[config.mk]
export PLATFORM = sky130hd
export DESIGN_NAME = prbs_loopback
export DESIGN_NICKNAME = d
export VERILOG_FILES = /design/src/hw/prbs_pkg.sv /design/src/hw/lfsr_core.sv /design/src/hw/prbs_gen.sv /design/src/hw/prbs_check.sv /design/src/hw/prbs_loopback.sv
export VERILOG_INCLUDE_DIRS = /design/src /design/src/include
export SDC_FILE = /design/constraint.sdc
export NUM_CORES = 1
export LEC_CHECK = 0
export ABC_AREA = 0
export BUFFER_PORTS_ARGS = -buffer_cell sky130_fd_sc_hd__buf_2
export CAP_MARGIN = 15
export CORE_AREA = 2 2 106 149
export DETAILED_ROUTE_END_ITERATION = 16
export DIE_AREA = 0 0 108 151
export GPL_TIMING_DRIVEN = 0
export PLACE_DENSITY_LB_ADDON = 0.2
export SETUP_SLACK_MARGIN = 0.2
export SLEW_MARGIN = 25
export SYNTH_ARGS = -nofsm -noshare
export SYNTH_HDL_FRONTEND = slang
export SYNTH_SLANG_ARGS = --single-unit
[constraint.sdc]
create_clock -name clk -period 4.2 [get_ports clk]
set_input_delay 1.05 -clock clk [delete_from_list [all_inputs] [get_ports clk]]
set_output_delay 1.05 -clock clk [all_outputs]
set_load 0.05 [all_outputs]
[src/include/prbs_defs.svh]
// PRBS31 settings shared by all blocks; the polynomial omits its x^31 term and the seed must not be zero
`ifndef PRBS_DEFS_SVH
`define PRBS_DEFS_SVH

// shift register length
`define PRBS_LFSR_W 31

// x^31 + x^28 + 1 with the top term implied
// bit k taps the bit emitted k steps earlier, bit 0 is the constant term
`define PRBS_POLY 31'h10000001

// reset state of the generator
// all ones, any nonzero value would do
`define PRBS_SEED {`PRBS_LFSR_W{1'b1}}

// bits per word, first emitted bit in the msb
`define PRBS_DATA_W 8

// saturating bit error counter width
`define PRBS_CNT_W 16

// consecutive bad words that drop lock
`define PRBS_UNLOCK_N 4

`endif

[src/hw/prbs_pkg.sv]
// types for the PRBS loopback blocks; word and counter widths come from the shared macro header
`default_nettype none

`include "prbs_defs.svh"

package prbs_pkg;

    // one parallel word of the stream
    // msb is the first bit on the line
    typedef logic [`PRBS_DATA_W-1:0] prbs_word_t;

    // checker sync state
    typedef enum logic {
        // collecting bits to seed the local lfsr
        CHK_HUNT = 1'b0,
        // predicting and comparing every word
        CHK_LOCK = 1'b1
    } chk_state_t;

    // checker report
    typedef struct packed {
        // checker is in sync with the stream
        logic                   locked;
        // one cycle pulse for a locked word with errors
        logic                   bit_err;
        // total bit errors, sticks at all ones
        logic [`PRBS_CNT_W-1:0] err_count;
    } prbs_status_t;

endpackage

`default_nettype wire

[src/hw/lfsr_core.sv]
// purely combinational Fibonacci only; LFSR_POLY omits the x^LFSR_W term and its bit 0 has no tap
`timescale 1ns/1ps
`default_nettype none

`include "prbs_defs.svh"

module lfsr_core #(
    // register length
    parameter int                LFSR_W    = `PRBS_LFSR_W,
    // feedback taps, top term implied
    parameter logic [LFSR_W-1:0] LFSR_POLY = `PRBS_POLY,
    // bit steps per call
    parameter int                DATA_W    = `PRBS_DATA_W
) (
    input  wire logic [LFSR_W-1:0] state_in,
    output wire logic [LFSR_W-1:0] state_out,
    output wire logic [DATA_W-1:0] data_out
);

    // state after each unrolled step
    // stage 0 is the input, stage DATA_W the result
    logic [LFSR_W-1:0] stage [0:DATA_W];

    // feedback bit of each step
    // this is also the emitted bit
    logic [DATA_W-1:0] fb;

    // taps below the top bit
    // poly bit k reads state bit k-1, the bit emitted k steps back
    localparam logic [LFSR_W-2:0] TAP_MASK = LFSR_POLY[LFSR_W-1:1];

    assign stage[0] = state_in;

    // one fibonacci shift per generated block
    for (genvar i = 0; i < DATA_W; i++) begin : g_step
        // oldest bit always feeds back
        // the x^LFSR_W term of the polynomial
        assign fb[i] = stage[i][LFSR_W-1] ^ (^(stage[i][LFSR_W-2:0] & TAP_MASK));

        // newest bit enters at bit 0
        // so bit j holds the bit emitted j+1 steps ago
        assign stage[i+1] = {stage[i][LFSR_W-2:0], fb[i]};

        // first step lands in the msb
        assign data_out[DATA_W-1-i] = fb[i];
    end

    // state after all DATA_W steps
    // equals the last LFSR_W emitted bits when DATA_W >= LFSR_W
    assign state_out = stage[DATA_W];

endmodule

`default_nettype wire

[src/hw/prbs_gen.sv]
// one word per enabled cycle, output registered once; inject_err is only looked at while enable is high
`timescale 1ns/1ps
`default_nettype none

`include "prbs_defs.svh"

module prbs_gen
    import prbs_pkg::*;
(
    input  wire logic       clk,
    input  wire logic       rst,
    input  wire logic       enable,
    input  wire logic       inject_err,
    output prbs_word_t      tx_word,
    output logic            tx_valid
);

    // running prbs31 state
    logic [`PRBS_LFSR_W-1:0] state_q;
    logic [`PRBS_LFSR_W-1:0] state_next;

    // raw bits of the next word, not yet inverted
    prbs_word_t gen_bits;

    // bit 0 flip mask for error injection
    prbs_word_t err_mask;

    lfsr_core #(
        .LFSR_W   (`PRBS_LFSR_W),
        .LFSR_POLY(`PRBS_POLY),
        .DATA_W   (`PRBS_DATA_W)
    ) lfsr_core_inst (
        .state_in (state_q),
        .state_out(state_next),
        .data_out (gen_bits)
    );

    assign err_mask = {{(`PRBS_DATA_W-1){1'b0}}, inject_err};

    // state only moves on enable
    // gaps hold the sequence where it is
    always_ff @(posedge clk) begin
        if (rst) begin
            state_q  <= `PRBS_SEED;
            tx_valid <= 1'b0;
        end else begin
            tx_valid <= enable;
            if (enable) begin
                state_q <= state_next;
            end
        end
    end

    // inverted prbs31 output word
    always_ff @(posedge clk) begin
        if (enable) begin
            tx_word <= ~gen_bits ^ err_mask;
        end
    end

    // a word goes out exactly one cycle after the sequence moved on
    // an 8 step advance never returns the same state
    a_valid_follows_enable: assert property (
        @(posedge clk) disable iff (rst)
        $past(!rst) |-> (tx_valid == (state_q != $past(state_q)))
    );

endmodule

`default_nettype wire

[src/hw/prbs_check.sv]
// needs an inverted PRBS31 stream msb first; status lags rx_valid by one cycle, no back-pressure
`timescale 1ns/1ps
`default_nettype none

`include "prbs_defs.svh"

module prbs_check
    import prbs_pkg::*;
(
    input  wire logic       clk,
    input  wire logic       rst,
    input  wire prbs_word_t rx_word,
    input  wire logic       rx_valid,
    output prbs_status_t    status
);

    // hunt history length and the words needed to fill it
    localparam int HIST_W = 32;
    localparam int HUNT_N = HIST_W / `PRBS_DATA_W;
    localparam int HCNT_W = $clog2(HUNT_N);
    // popcount width for one word
    localparam int ERR_W  = $clog2(`PRBS_DATA_W + 1);
    // bad word run counter width
    localparam int RUN_W  = $clog2(`PRBS_UNLOCK_N + 1);

    chk_state_t              chk_state;
    logic [HCNT_W-1:0]       hunt_cnt;
    logic [RUN_W-1:0]        bad_run;
    logic                    bit_err_q;
    logic [`PRBS_CNT_W-1:0]  err_count_q;

    // received bits as history, newest bit at bit 0
    logic [HIST_W-1:0]       history;
    logic [HIST_W-1:0]       hist_next;

    // local copy of the transmitter lfsr
    logic [`PRBS_LFSR_W-1:0] lfsr_state;
    logic [`PRBS_LFSR_W-1:0] pred_state;
    prbs_word_t              pred_bits;

    prbs_word_t              rx_plain;
    prbs_word_t              mismatch;
    logic                    bad_word;
    logic [ERR_W-1:0]        err_bits;
    logic [`PRBS_CNT_W:0]    cnt_sum;
    logic [`PRBS_CNT_W-1:0]  cnt_sat;
    logic                    hunt_done;
    logic                    unlock;

    lfsr_core #(
        .LFSR_W   (`PRBS_LFSR_W),
        .LFSR_POLY(`PRBS_POLY),
        .DATA_W   (`PRBS_DATA_W)
    ) lfsr_core_inst (
        .state_in (lfsr_state),
        .state_out(pred_state),
        .data_out (pred_bits)
    );

    // undo the line inversion
    assign rx_plain  = ~rx_word;
    assign hist_next = {history[HIST_W-`PRBS_DATA_W-1:0], rx_plain};

    assign mismatch = rx_plain ^ pred_bits;
    assign bad_word = |mismatch;

    // count differing bits
    always_comb begin
        err_bits = '0;
        for (int i = 0; i < `PRBS_DATA_W; i++) begin
            err_bits = err_bits + ERR_W'(mismatch[i]);
        end
    end

    // add with one spare bit, clamp on carry
    assign cnt_sum = {1'b0, err_count_q} + {{(`PRBS_CNT_W+1-ERR_W){1'b0}}, err_bits};
    assign cnt_sat = cnt_sum[`PRBS_CNT_W] ? '1 : cnt_sum[`PRBS_CNT_W-1:0];

    assign hunt_done = (hunt_cnt == HCNT_W'(HUNT_N - 1));
    assign unlock    = bad_word && (bad_run == RUN_W'(`PRBS_UNLOCK_N - 1));

    always_ff @(posedge clk) begin
        if (rst) begin
            chk_state   <= CHK_HUNT;
            hunt_cnt    <= '0;
            bad_run     <= '0;
            bit_err_q   <= 1'b0;
            err_count_q <= '0;
        end else begin
            bit_err_q <= 1'b0;
            if (rx_valid) begin
                case (chk_state)
                    CHK_HUNT: begin
                        hunt_cnt <= hunt_cnt + 1'b1;
                        if (hunt_done) begin
                            chk_state <= CHK_LOCK;
                            hunt_cnt  <= '0;
                            bad_run   <= '0;
                        end
                    end
                    CHK_LOCK: begin
                        err_count_q <= cnt_sat;
                        if (!bad_word) begin
                            bad_run <= '0;
                        end else if (unlock) begin
                            // last bad word still counts
                            // no pulse since status already shows unlocked
                            chk_state <= CHK_HUNT;
                            bad_run   <= '0;
                        end else begin
                            bit_err_q <= 1'b1;
                            bad_run   <= bad_run + 1'b1;
                        end
                    end
                    default: chk_state <= CHK_HUNT;
                endcase
            end
        end
    end

    // history always shifts in hunt
    // 31 newest bits become the lfsr state when full
    always_ff @(posedge clk) begin
        if (rx_valid) begin
            if (chk_state == CHK_HUNT) begin
                history <= hist_next;
                if (hunt_done) begin
                    lfsr_state <= hist_next[`PRBS_LFSR_W-1:0];
                end
            end else begin
                // advance from the prediction, not the received bits
                lfsr_state <= pred_state;
            end
        end
    end

    assign status = '{
        locked:    (chk_state == CHK_LOCK),
        bit_err:   bit_err_q,
        err_count: err_count_q
    };

    // counter only grows between resets
    a_count_monotonic: assert property (
        @(posedge clk) disable iff (rst)
        $past(!rst) |-> (status.err_count >= $past(status.err_count))
    );

    // error pulses only ever come from a locked word
    a_err_needs_lock: assert property (
        @(posedge clk) disable iff (rst)
        status.bit_err |-> status.locked
    );

endmodule

`default_nettype wire

[src/hw/prbs_loopback.sv]
// generator wired straight into the checker; no channel model, the sent words are also brought out
`timescale 1ns/1ps
`default_nettype none

module prbs_loopback
    import prbs_pkg::*;
(
    // shared clock and synchronous reset
    input  wire logic       clk,
    input  wire logic       rst,

    // one word per cycle while high
    input  wire logic       enable,
    // flip bit 0 of the word made this cycle
    input  wire logic       inject_err,

    // sent stream, visible for checking
    output prbs_word_t      tx_word,
    output logic            tx_valid,

    // checker report
    output prbs_status_t    status
);

    // loopback path
    // same word and pulse seen on the top ports
    prbs_word_t link_word;
    logic       link_valid;

    // pattern source
    prbs_gen prbs_gen_inst (
        .clk       (clk),
        .rst       (rst),
        .enable    (enable),
        .inject_err(inject_err),
        .tx_word   (link_word),
        .tx_valid  (link_valid)
    );

    // receiver side
    // syncs by itself, no seed shared with the generator
    prbs_check prbs_check_inst (
        .clk     (clk),
        .rst     (rst),
        .rx_word (link_word),
        .rx_valid(link_valid),
        .status  (status)
    );

    // tap of the link
    assign tx_word  = link_word;
    assign tx_valid = link_valid;

endmodule

`default_nettype wire

==> results of run 1 <==
worst paths after layout:
kind,startpoint,slack (ns),endpoint,cells after the start
worst max-delay path,prbs_check_inst.lfsr_state[23],-0.27,prbs_check_inst.err_count_q[15],15
worst max register to register,prbs_check_inst.lfsr_state[23],-0.27,prbs_check_inst.err_count_q[15],15
worst min-delay path,prbs_check_inst.history[4],0.45,prbs_check_inst.history[12],0
worst min register to register,prbs_check_inst.history[4],0.45,prbs_check_inst.history[12],0
layout by cell type (no fill, tap or decap), types with 5 or more instances in the layout:
| cell | netlist | final |
|---|---|---|
| mux2i_1 | 33 | 33 |
| o31ai_1 | 7 | 7 |
| xor3_1 | 5 | 5 |
| nand2_1 | 49 | 48 |
| ha_1 | 11 | 8 |
| a31oi_1 | 10 | 10 |
| buf_2 | 5 | 34 |
| buf_4 | 3 | 21 |
| edfxtp_1 | 62 | 62 |
| buf_6 | 0 | 7 |
| xnor2_1 | 21 | 15 |
| clkbuf_1 | 11 | 11 |
| o21ai_0 | 12 | 10 |
| nor2_1 | 11 | 10 |
| xnor2_2 | 0 | 6 |
| clkbuf_16 | 0 | 19 |
| nand3_1 | 5 | 5 |
| inv_1 | 21 | 20 |
| dfxtp_1 | 55 | 55 |
| mux2_2 | 24 | 24 |
worst register-to-register path, cell delays in order (launching register included):
cell and delay (ns):
edfxtp_1 0.45, xnor2_2 0.29, xnor2_2 0.14, ha_1 0.34
fa_1 0.51, inv_1 0.05, fa_1 0.46, fa_2 0.37
fa_2 0.57, inv_2 0.05, ha_4 0.25, a21o_1 0.15
a211oi_4 0.10, buf_6 0.14, or4_1 0.39, a31oi_1 0.14
cell usage after synthesis (all sizes together) (5+ instances only):
cell type	instances	area share [%]
edfxtp	62	36
buf	8	0.93
clkbuf	11	0.81
o21ai	14	1.4
xnor2	21	3.6
nand3	5	0.49
nand2	49	3.6
inv	21	1.5
nor2	11	0.81
o31ai	7	1.0
fa	5	2.0
a21oi	8	0.78
mux2	24	5.3
ha	11	2.7
mux2i	33	6.5
a31oi	10	1.2
dfxtp	55	22
xor3	5	2.3
per-stage QoR:
stage / setup WS, ns / instance area (um2) / hold slack, ns / total power (uW)
after floorplan: -0.295 / 5130 / 0.422 / 1360
after CTS: -0.284 / 6410 / 0.447 / 2790
after global placement: -0.641 / 5520 / 0.424 / 1390
after global routing: -0.459 / 6570 / 0.451 / 2860
final: -0.271 / 6570 / 0.446 / 2770
after detailed placement: -0.660 / 5590 / 0.434 / 1400
flip-flops by register name, summed over array words and instances, names as in the netlist:
| name | cells |
|---|---|
| prbs_check_inst.chk_state | 1 |
| prbs_gen_inst.state_q | 31 |
| prbs_check_inst.bit_err_q | 1 |
| prbs_check_inst.bad_run | 3 |
| prbs_check_inst.history | 23 |
| prbs_check_inst.lfsr_state | 31 |
| prbs_gen_inst.tx_valid | 1 |
| prbs_gen_inst.tx_word | 8 |
| prbs_check_inst.err_count_q | 16 |
| prbs_check_inst.hunt_cnt | 2 |
area by class of cell:
cell class | instances | share of cell area, %
sequential | 117 | 45.1
multi-input combinational | 249 | 33.6
clock buffer | 20 | 7.31
timing repair buffer | 56 | 6.21
tap | 192 | 3.66
buffer | 19 | 1.45
clock inverter | 12 | 1.33
inverter | 23 | 1.31
cell families (layout without fill, tap and decap cells):
logic type                 after synthesis  after routing
xor gates and xnor gates                31             31
adders and majority gates               16             16
muxes                                   57             57
and+or+nand+nor                         94             95
buffers and inverters                   42            130
DFF                                    117            117
AOI/OAI and AO/OA                       50             50
report_power, final:
group,internal (uW),switching (uW),total [uW]
Combinational,69.6,85.8,155
Clock,833,537,1370
Sequential,1230,13.6,1240
Total,2130,637,2770
repair_timing:
action | CTS | global route
setup endpoints to repair | 16 | 16
setup buffers | 13 | 10
gates cloned | 2 | 0
resized for setup | 32 | 14
pin swaps | 22 | 14
layer usage:
| metal | up-vias | wire, um | GRT usage, % |
|---|---|---|---|
| li1 | 1609 | - | - |
| met1 | 1655 | 4500 | 15.1 |
| met2 | 42 | 6020 | 25.6 |
| met3 | 15 | 313 | 3.87 |
| met4 | 0 | 177 | 6.15 |
| met5 | - | 0 | 0 |
==> impl_metrics.csv, run 1 <==
group,metric,value,unit
placement,dp_hpwl,7.29,mm
worst_setup_path,critPathTopFamily,"adder cells",
routing,ant_nets,0,
timing,worstMarginPinSlew,0.735,ns
worst_hold_path,hp-class,"reg -> reg",
routing,drc,0,
worst_setup_path,required,4.54,ns
grt,gr-usage-all-layers,14.1,%
run_status,status,"complete, but fails checks",
grt,globalRoute.totalOverflow,0,
yosys,synth_cell_type_count,46,
yosys,synth-simple-area-share,9.02,%
cts,clock_latency,0.41,ns
timing,finalCritPeriodShare,106,%
timing,fmax,224,MHz
run_status,violations,"setup timing",
yosys,synth_top_family_by_area,"multiplexers",
yosys,avgSynthCellArea,12.6,um2
worst_setup_path,critPathMaxFanout,5,
placement,dp.cells,631,
finish,layout.cells.non_filler,688,
timing,clock_skew,0.0115,ns
finish,seq_area,0.00296,mm2
timing,fin_crit,4.47,ns
timing,final-setup-viol-count,16,
yosys,syn_nets,427,
timing,slew_violations,0,
cts,h-tree-depth,4,
routing,first_pass_iters,4,
finish,diodes,0,
routing,drt_iter0_drc,140,
finish,area_growth_syn_to_layout,28.4,%
placement,port_buffers,30,
timing,hold_violations,0,
worst_setup_path,crit_arrival,4.81,ns
floorplanning,dieHeight,151,um
worst_setup_path,cp_slowest_stage_delay,0.57,ns
finish,fill_cells,1390,
routing,vias,3321,
routing,wl_per_cell,16.0,um
cts,path_clk_slew,0.06,ns
worst_setup_path,path_buf_inv,3,
cts,cts_root_buf,"clkbuf_16",
floorplanning,ios,31,
cts,numClockSinks,117,
timing,max-slew-margin-rel,50.6,%
grt,grt_pass1_wl,17.1,mm
finish,drive_gt1_share,31.0,%
floorplanning,start_util,34.3,%
worst_setup_path,cp-end-kind,"flip-flop",
routing,viasPerCell,4.83,
timing,grt_setup_unrepaired,"yes",
job,max_cap_viol_count,0,
yosys,ys_ff_latch,117,
pwr,vdd_ir_drop_max,0.266,mV
finish,fin_util,44.0,%
yosys,ys.flop_type,"edfxtp_1",
yosys,yosys-mux-area-fraction,11.7,%
yosys,seq_area_frac_synth,57.9,%
yosys,synthArstFlopShare,0,%
yosys,synth_edf_count,62,
timing,tns,-3.09,ns
pwr,power.density,421,mW/mm2
cts,cts_inserted_buffers,17,
grt,antenna_found_initial,0,
yosys,syn_area,0.00512,mm2
floorplanning,rows,53,
pwr,p_leak,0.00258,uW
grt,grt_max_degree,23,
worst_setup_path,critical_path_class,"reg -> reg",
cts,clockBufferDepth,2,
yosys,syn_inst,407,
floorplanning,fp.dieW,108,um
timing,timing.final.ws_setup,-0.271,ns
worst_setup_path,cp_slowest_cell,"fa_2",
cts,cts_hold_buf,0,
grt,first_global_vias,3387,
yosys,synthAdderAreaFrac,4.65,%
yosys,synth-compound-area-share,6.21,%
placement,place_congestion,0.776,
finish,finalNetCount,503,
cts,cts_tree,"built",
finish,multi_input_area,0.00221,mm2
worst_setup_path,cp-start-kind,"flip-flop",
yosys,synth_xor_area_share,7.04,%
routing,wl,11.0,mm
yosys,yosysWarnings,0,
floorplanning,die-area,0.0163,mm2
worst_setup_path,worstPathCellList,"xnor2_2 > xnor2_2 > ha_1 > fa_1 > inv_1 > fa_1 > fa_2 > fa_2 > inv_2 > ha_4 > a21o_1 > a211oi_4 > buf_6 > or4_1 > a31oi_1",
floorplanning,coreArea,0.0149,mm2
(Power assumes the default switching activity.)
==> run 2, diff against run 1 <==
--- a/config.mk
+++ b/config.mk
@@ -9,13 +9,14 @@
 export ABC_AREA = 0
 export BUFFER_PORTS_ARGS = -buffer_cell sky130_fd_sc_hd__buf_2
 export CAP_MARGIN = 15
-export CORE_AREA = 2 2 106 149
+export CORE_AREA = 2 2 109 153
 export DETAILED_ROUTE_END_ITERATION = 16
-export DIE_AREA = 0 0 108 151
+export DIE_AREA = 0 0 111 155
 export GPL_TIMING_DRIVEN = 0
 export PLACE_DENSITY_LB_ADDON = 0.2
 export SETUP_SLACK_MARGIN = 0.2
 export SLEW_MARGIN = 25
 export SYNTH_ARGS = -nofsm -noshare
 export SYNTH_HDL_FRONTEND = slang
+export SYNTH_HIERARCHICAL = 1
 export SYNTH_SLANG_ARGS = --single-unit
==> run 2 against run 1 <==
The run now ends clean. Combinational power is 84% higher. Critical path depth shrank 3. Maximum frequency rose by 12%. First-iteration DRC count grew 2.9%. Synthesized area up 6.9%. Non-clock buffer count increased by 40. Design area rose by 0.29%. Setup slack better by 0.47 ns.
==> impl_metrics.csv, run 2 <==
group,metric,value,unit
run_status,status,"finished, final reports clean",
finish,fin_util,41.5,%
yosys,synth_xor_area_share,4.96,%
yosys,synth_top_family_by_area,"buffers and inverters",
pwr,power.density,447,mW/mm2
pwr,vdd_ir_drop_max,0.212,mV
yosys,synthTopCellsByArea,"edfxtp_1 (34%), dfxtp_1 (20%), buf_4 (9.1%), a211o_1 (5.0%), mux2_2 (4.9%)",
pwr,p_seq_share,43.5,%
floorplanning,coreArea,0.0159,mm2
placement,port_buffers,30,
worst_setup_path,cp_slowest_cell,"fa_1",
worst_setup_path,critical_path_class,"reg -> reg",
worst_setup_path,critPathMaxFanout,8,
timing,hold_violations,0,
worst_setup_path,crit_arrival,4.32,ns
cts,clockBufferDepth,2,
yosys,avgSynthCellArea,12.2,um2
cts,cts_root_buf,"clkbuf_16",
timing,finalCritPeriodShare,95.2,%
timing,worstMarginPinSlew,0.533,ns
yosys,yosysTopAreaCell,"edfxtp_1",
timing,slew_violations,0,
finish,diodes,0,
routing,viasPerCell,4.54,
finish,layout.cells.non_filler,716,
grt,globalRoute.totalOverflow,0,
yosys,synth-simple-area-share,8.53,%
yosys,ys_ff_latch,117,
yosys,synth-compound-area-share,10.3,%
pwr,internal_power,2250,uW
worst_setup_path,cp-start-kind,"flip-flop",
worst_setup_path,worstPathCellList,"xor2_2 > xor2_2 > fa_1 > fa_1 > fa_1 > fa_2 > inv_2 > fa_2 > and3_4 > o21a_4 > nor2b_4 > a311oi_2",
timing,clock_skew,0.00877,ns
yosys,synthAdderAreaFrac,3.89,%
timing,fmax,250,MHz
pwr,swShare,23.6,%
floorplanning,fp.dieW,111,um
cts,h-tree-depth,4,
floorplanning,dieHeight,155,um
timing,fin_crit,4.00,ns
cts,numClockSinks,117,
job,max_cap_viol_count,0,
routing,vias,3253,
finish,layout_commonest_cell,"buf_4",
yosys,syn_area,0.00547,mm2
routing,first_pass_iters,4,
routing,drc,0,
worst_setup_path,critPathTopFamily,"adder cells",
placement,dp_hpwl,7.44,mm
cts,clock_latency,0.41,ns
yosys,ys.flop_type,"edfxtp_1",
placement,dp.cells,681,
pwr,fin_total_pwr,2950,uW
timing,grt_setup_unrepaired,"yes",
yosys,synthArstFlopShare,0,%
yosys,seq_area_frac_synth,54.2,%
grt,antenna_found_initial,0,
grt,gr-usage-all-layers,13.4,%
worst_setup_path,cp-end-kind,"flip-flop",
pwr,p_comb_share,9.7,%
floorplanning,start_util,34.4,%
placement,place_congestion,0.812,
finish,top_regs,"prbs_check_inst/lfsr_state: 31 flops, prbs_gen_inst/state_q: 31 flops, prbs_check_inst/history: 23 flops",
worst_setup_path,cp_slowest_stage_delay,0.54,ns
yosys,synthTopCellsByCount,"buf_4 (66), edfxtp_1 (62), dfxtp_1 (55)",
cts,cts_inserted_buffers,17,
routing,drt_iter0_drc,144,
finish,drive_gt1_share,36.2,%
worst_setup_path,required,4.52,ns
yosys,yosysWarnings,6,
routing,wl_per_cell,15.0,um
yosys,yosysTopAreaCellShare,34.0,%
yosys,synth_edf_count,62,
timing,max-slew-margin-rel,64.4,%
floorplanning,rows,55,
pwr,clkPwrFrac,46.9,%
timing,final-setup-viol-count,0,
placement,preCtsSetupSlack,-0.166,ns
routing,wl,10.7,mm
finish,area_growth_syn_to_layout,20.5,%
yosys,synth_cell_type_count,52,
finish,finalNetCount,522,
worst_setup_path,cpMostUsedCell,"fa_1",
yosys,syn_nets,468,
pwr,power.switching,695,uW
yosys,yosys-mux-area-fraction,5.67,%
cts,cts_tree,"built",
grt,grt_max_degree,25,
floorplanning,die-area,0.0172,mm2
timing,timing.final.ws_setup,0.200,ns
grt,grt_pass1_wl,17.8,mm
worst_setup_path,path_buf_inv,1,
yosys,syn_inst,450,
yosys,synth.most_common_cell,"buf_4",
cts,path_clk_slew,0.06,ns
pwr,p_leak,0.00262,uW
finish,fill_cells,1492,
routing,ant_nets,0,
floorplanning,ios,31,
grt,first_global_vias,3468,
finish,layout.cells.most_common_list,"buf_4 (69), edfxtp_1 (62), dfxtp_1 (55), buf_2 (33), a211o_1 (31)",
worst_hold_path,hp-class,"reg -> reg",
-- run 2: cell types whose count changed after synthesis, sizes merged, moves of 19 or more --
| cell | before | now |
|---|---|---|
| mux2i | 33 | 4 |
| nor2b | 3 | 32 |
| a211o | 0 | 31 |
| buf | 8 | 74 |
| xor2 | 4 | 29 |
| xnor2 | 21 | 2 |
| nand2 | 49 | 13 |
-- run 2: worst paths after layout --
path	start	endpoint	slack (ns)	cells after the start
setup / recovery	prbs_check_inst/lfsr_state[20]	prbs_check_inst/err_count_q[6]	0.20	12
setup reg to reg	prbs_check_inst/lfsr_state[20]	prbs_check_inst/err_count_q[6]	0.20	12
hold reg to reg	prbs_check_inst/history[3]	prbs_check_inst/history[11]	0.44	0
hold / removal	prbs_check_inst/history[3]	prbs_check_inst/history[11]	0.44	0
-- run 2: timing repair --
| action | in CTS | in global routing |
|---|---|---|
| endpoints found under the hold margin | 0 | 0 |
| pin swaps | 6 | 5 |
| setup endpoints to repair | 16 | 16 |
| resized for setup | 13 | 2 |
| setup buffers | 2 | 1 |
| hold buffers | 0 | 0 |
-- run 2: layout make-up --
class                   count  area [um2]  share of cell area (%)
flip-flops and latches    117        2960                    45.0
multi-input cells         229        1910                    29.0
plain buffers              80         592                    8.98
clock buffers              18         429                    6.51
well taps                 199         249                    3.78
repair buffers             35         220                    3.34
clock inverters            14         136                    2.07
inverters                  24        90.1                    1.37
-- run 2: metrics by stage --
step                hold WS, ns  instance area [um2]  TNS [ns]
detailed placement        0.431                 5920    -0.623
global placement          0.426                 5870    -0.180
finish                    0.441                 6590         0
CTS                       0.444                 6570         0
floorplan                 0.422                 5470         0
global route              0.458                 6590         0
-- run 2: cell families after synthesis --
family / after synthesis
fa+ha+maj: 14
mux: 28
buf+inv: 104
xor+xnor: 31
simple gates: 82
compound gates: 74
flops: 117
-- run 2: layer usage --
metal	global-route usage [%]	wire length [um]	share of wire, %
met5	0	0	0
met4	6.01	146	1.4
met3	2.96	235	2.2
met2	23.7	5780	54
met1	15.4	4580	43
-- run 2: worst reg2reg max path, delay by kind of cell (launching register included) --
kind                     cells  cell delay [ns]
buffers and inverters        1             0.04
AND/OR/NAND/NOR              2             0.34
adder cells (fa/ha/maj)      5             2.07
AO/OA/AOI/OAI                2             0.48
flip-flops                   1             0.46
XOR/XNOR                     2             0.53
-- run 2: power groups by stage --
stage	Sequential (uW)	Combinational (uW)	Clock [uW]
finish	1280	285	1380
global placement	1300	265	0
CTS	1280	291	1410
global route	1290	316	1460
floorplan	1320	181	0
detailed placement	1300	274	0
==> run 3, diff against run 2 <==
--- a/config.mk
+++ b/config.mk
@@ -14,7 +14,6 @@
 export DIE_AREA = 0 0 111 155
 export GPL_TIMING_DRIVEN = 0
 export PLACE_DENSITY_LB_ADDON = 0.2
-export SETUP_SLACK_MARGIN = 0.2
 export SLEW_MARGIN = 25
 export SYNTH_ARGS = -nofsm -noshare
 export SYNTH_HDL_FRONTEND = slang
==> run 3 against run 2 <==
Non-clock buffer count decreased by 1. Design area decreased by 0.46%. Clock skew increased by 0.00094 ns. Maximum frequency decreased by 2.7%. Routed wire length about the same. Core utilization decreased by 0.19 points. Cell count decreased by 0.14%. Register-to-register slack got worse by 0.11 ns. First-iteration DRC count increased by 8.3%. Setup slack got worse by 0.11 ns. Power decreased by 0.38%. Clock power about the same. Critical endpoint unchanged. Largest cell class unchanged.
==> impl_metrics.csv, run 3 (same netlist as run 2, synthesis figures left out) <==
group,metric,value,unit
pwr,fin_total_pwr,2940,uW
routing,drt_iter0_drc,156,
timing,worstMarginPinSlew,0.552,ns
worst_setup_path,critPathMaxFanout,8,
routing,vias,3245,
cts,cts_root_buf,"clkbuf_16",
grt,gr-usage-all-layers,13.3,%
timing,max-slew-margin-rel,63.2,%
grt,grt_pass1_wl,17.7,mm
cts,cts_inserted_buffers,17,
timing,timing.final.ws_setup,0.0885,ns
floorplanning,coreArea,0.0159,mm2
finish,layout_commonest_cell,"buf_4",
timing,final-setup-viol-count,0,
placement,port_buffers,30,
cts,h-tree-depth,4,
worst_setup_path,cp-start-kind,"flip-flop",
cts,cts_tree,"built",
finish,fill_cells,1499,
grt,grt_max_degree,25,
grt,globalRoute.totalOverflow,0,
timing,finalCritPeriodShare,97.9,%
placement,placed_area,0.00592,mm2
timing,grt_setup_unrepaired,"no",
worst_setup_path,crit_arrival,4.42,ns
worst_setup_path,required,4.51,ns
floorplanning,rows,55,
pwr,p_leak,0.00262,uW
routing,ant_nets,0,
cts,clockBufferDepth,2,
timing,slew_violations,0,
finish,area_growth_syn_to_layout,19.9,%
grt,first_global_vias,3438,
worst_hold_path,min-delay-start,"prbs_check_inst/history[3]",
routing,wl_per_cell,15.0,um
finish,fin_util,41.3,%
routing,viasPerCell,4.54,
finish,layout.cells.most_common_list,"buf_4 (68), edfxtp_1 (62), dfxtp_1 (55), buf_2 (33), a211o_1 (31)",
worst_setup_path,crit_path_start,"prbs_check_inst/lfsr_state[20]",
timing,fin_crit,4.11,ns
worst_setup_path,critical_path_class,"reg -> reg",
floorplanning,ios,31,
placement,dp_hpwl,7.44,mm
cts,path_clk_slew,0.06,ns
timing,hold_violations,0,
timing,fin_hold_ws,0.441,ns
cts,cts_hold_buf,0,
cts,numClockSinks,117,
worst_setup_path,cp-end-kind,"flip-flop",
timing,clock_skew,0.00971,ns
cts,clock_latency,0.41,ns
finish,drive_gt1_share,35.5,%
finish,stdcell_area,0.00656,mm2
run_status,status,"finished, final reports clean",
floorplanning,start_util,34.4,%
grt,antenna_found_initial,0,
finish,top_regs,"prbs_check_inst/lfsr_state: 31 flops, prbs_gen_inst/state_q: 31 flops, prbs_check_inst/history: 23 flops",
floorplanning,dieHeight,155,um
worst_setup_path,r2r-start,"prbs_check_inst/lfsr_state[20]",
routing,first_pass_iters,4,
routing,wl,10.7,mm
routing,drc,0,
timing,fmax,243,MHz
placement,preCtsSetupSlack,-0.166,ns
worst_hold_path,hp-class,"reg -> reg",
floorplanning,fp.dieW,111,um
pwr,power.density,448,mW/mm2
finish,finalNetCount,521,
placement,place_congestion,0.812,
job,max_cap_viol_count,0,
finish,diodes,0,
floorplanning,die-area,0.0172,mm2
pwr,vdd_ir_drop_max,0.212,mV
-- run 3: changes by cell type in the layout (fill, tap and decap cells not counted), sizes merged --
cell  before  now
buf      109  108
-- run 3: final cells by class --
| type | instances | area [um2] | area share (%) |
|---|---|---|---|
| Timing Repair Buffer | 34 | 213 | 3.24 |
| Clock buffer | 18 | 429 | 6.54 |
| Multi-Input combinational cell | 229 | 1890 | 28.8 |
| Sequential cell | 117 | 2960 | 45.2 |
| Buffer | 80 | 592 | 9.02 |
| Clock inverter | 14 | 136 | 2.08 |
| Inverter | 24 | 90.1 | 1.37 |
| Tap cell | 199 | 249 | 3.80 |
-- run 3: metrics by stage --
stage	setup TNS, ns	std cells
final	0	715
after global routing	0	715
after CTS	0	714
after detailed placement	-0.623	681
after global placement	-0.180	679
after floorplan	0	450
-- run 3: routing by layer --
metal	vias to the layer above	GRT usage (%)	part of all wire, %
li1	1617	-	-
met1	1578	15.4	43
met2	36	23.5	53
met3	14	2.96	2.3
met4	0	5.95	1.4
met5	-	0	0
-- run 3: critical path, stage by stage, from the launching register on --
cell	delay [ns]
edfxtp_1	0.46
xor2_2	0.26
xor2_2	0.27
fa_1	0.49
fa_1	0.49
fa_1	0.54
fa_2	0.21
inv_1	0.05
fa_2	0.34
and3_1	0.21
o21a_4	0.23
nor2b_2	0.19
a311oi_2	0.27
-- run 3: repair_timing --
| action | 4_1_cts | 5_1_grt |
|---|---|---|
| gates resized for setup | 6 | 4 |
| gates cloned | 0 | 0 |
| pin swaps | 6 | 4 |
| setup endpoints to repair | 12 | 5 |
| buffers inserted | 1 | 1 |
-- run 3: worst paths after layout --
| kind | endpoint | slack (ns) | depth (start not counted) |
|---|---|---|---|
| worst max-delay path | prbs_check_inst/err_count_q[6] | 0.09 | 12 |
| worst min-delay path | prbs_check_inst/history[11] | 0.44 | 0 |
| worst max register to register | prbs_check_inst/err_count_q[6] | 0.09 | 12 |
| worst min register to register | prbs_check_inst/history[11] | 0.44 | 0 |
-- run 3: report_power, final --
| part | internal [uW] | total (uW) | leakage [uW] | switching (uW) |
|---|---|---|---|---|
| logic | 128 | 274 | 0.00133 | 146 |
| registers | 1250 | 1280 | 0.00102 | 29.2 |
| clock network | 866 | 1380 | 0.000271 | 515 |
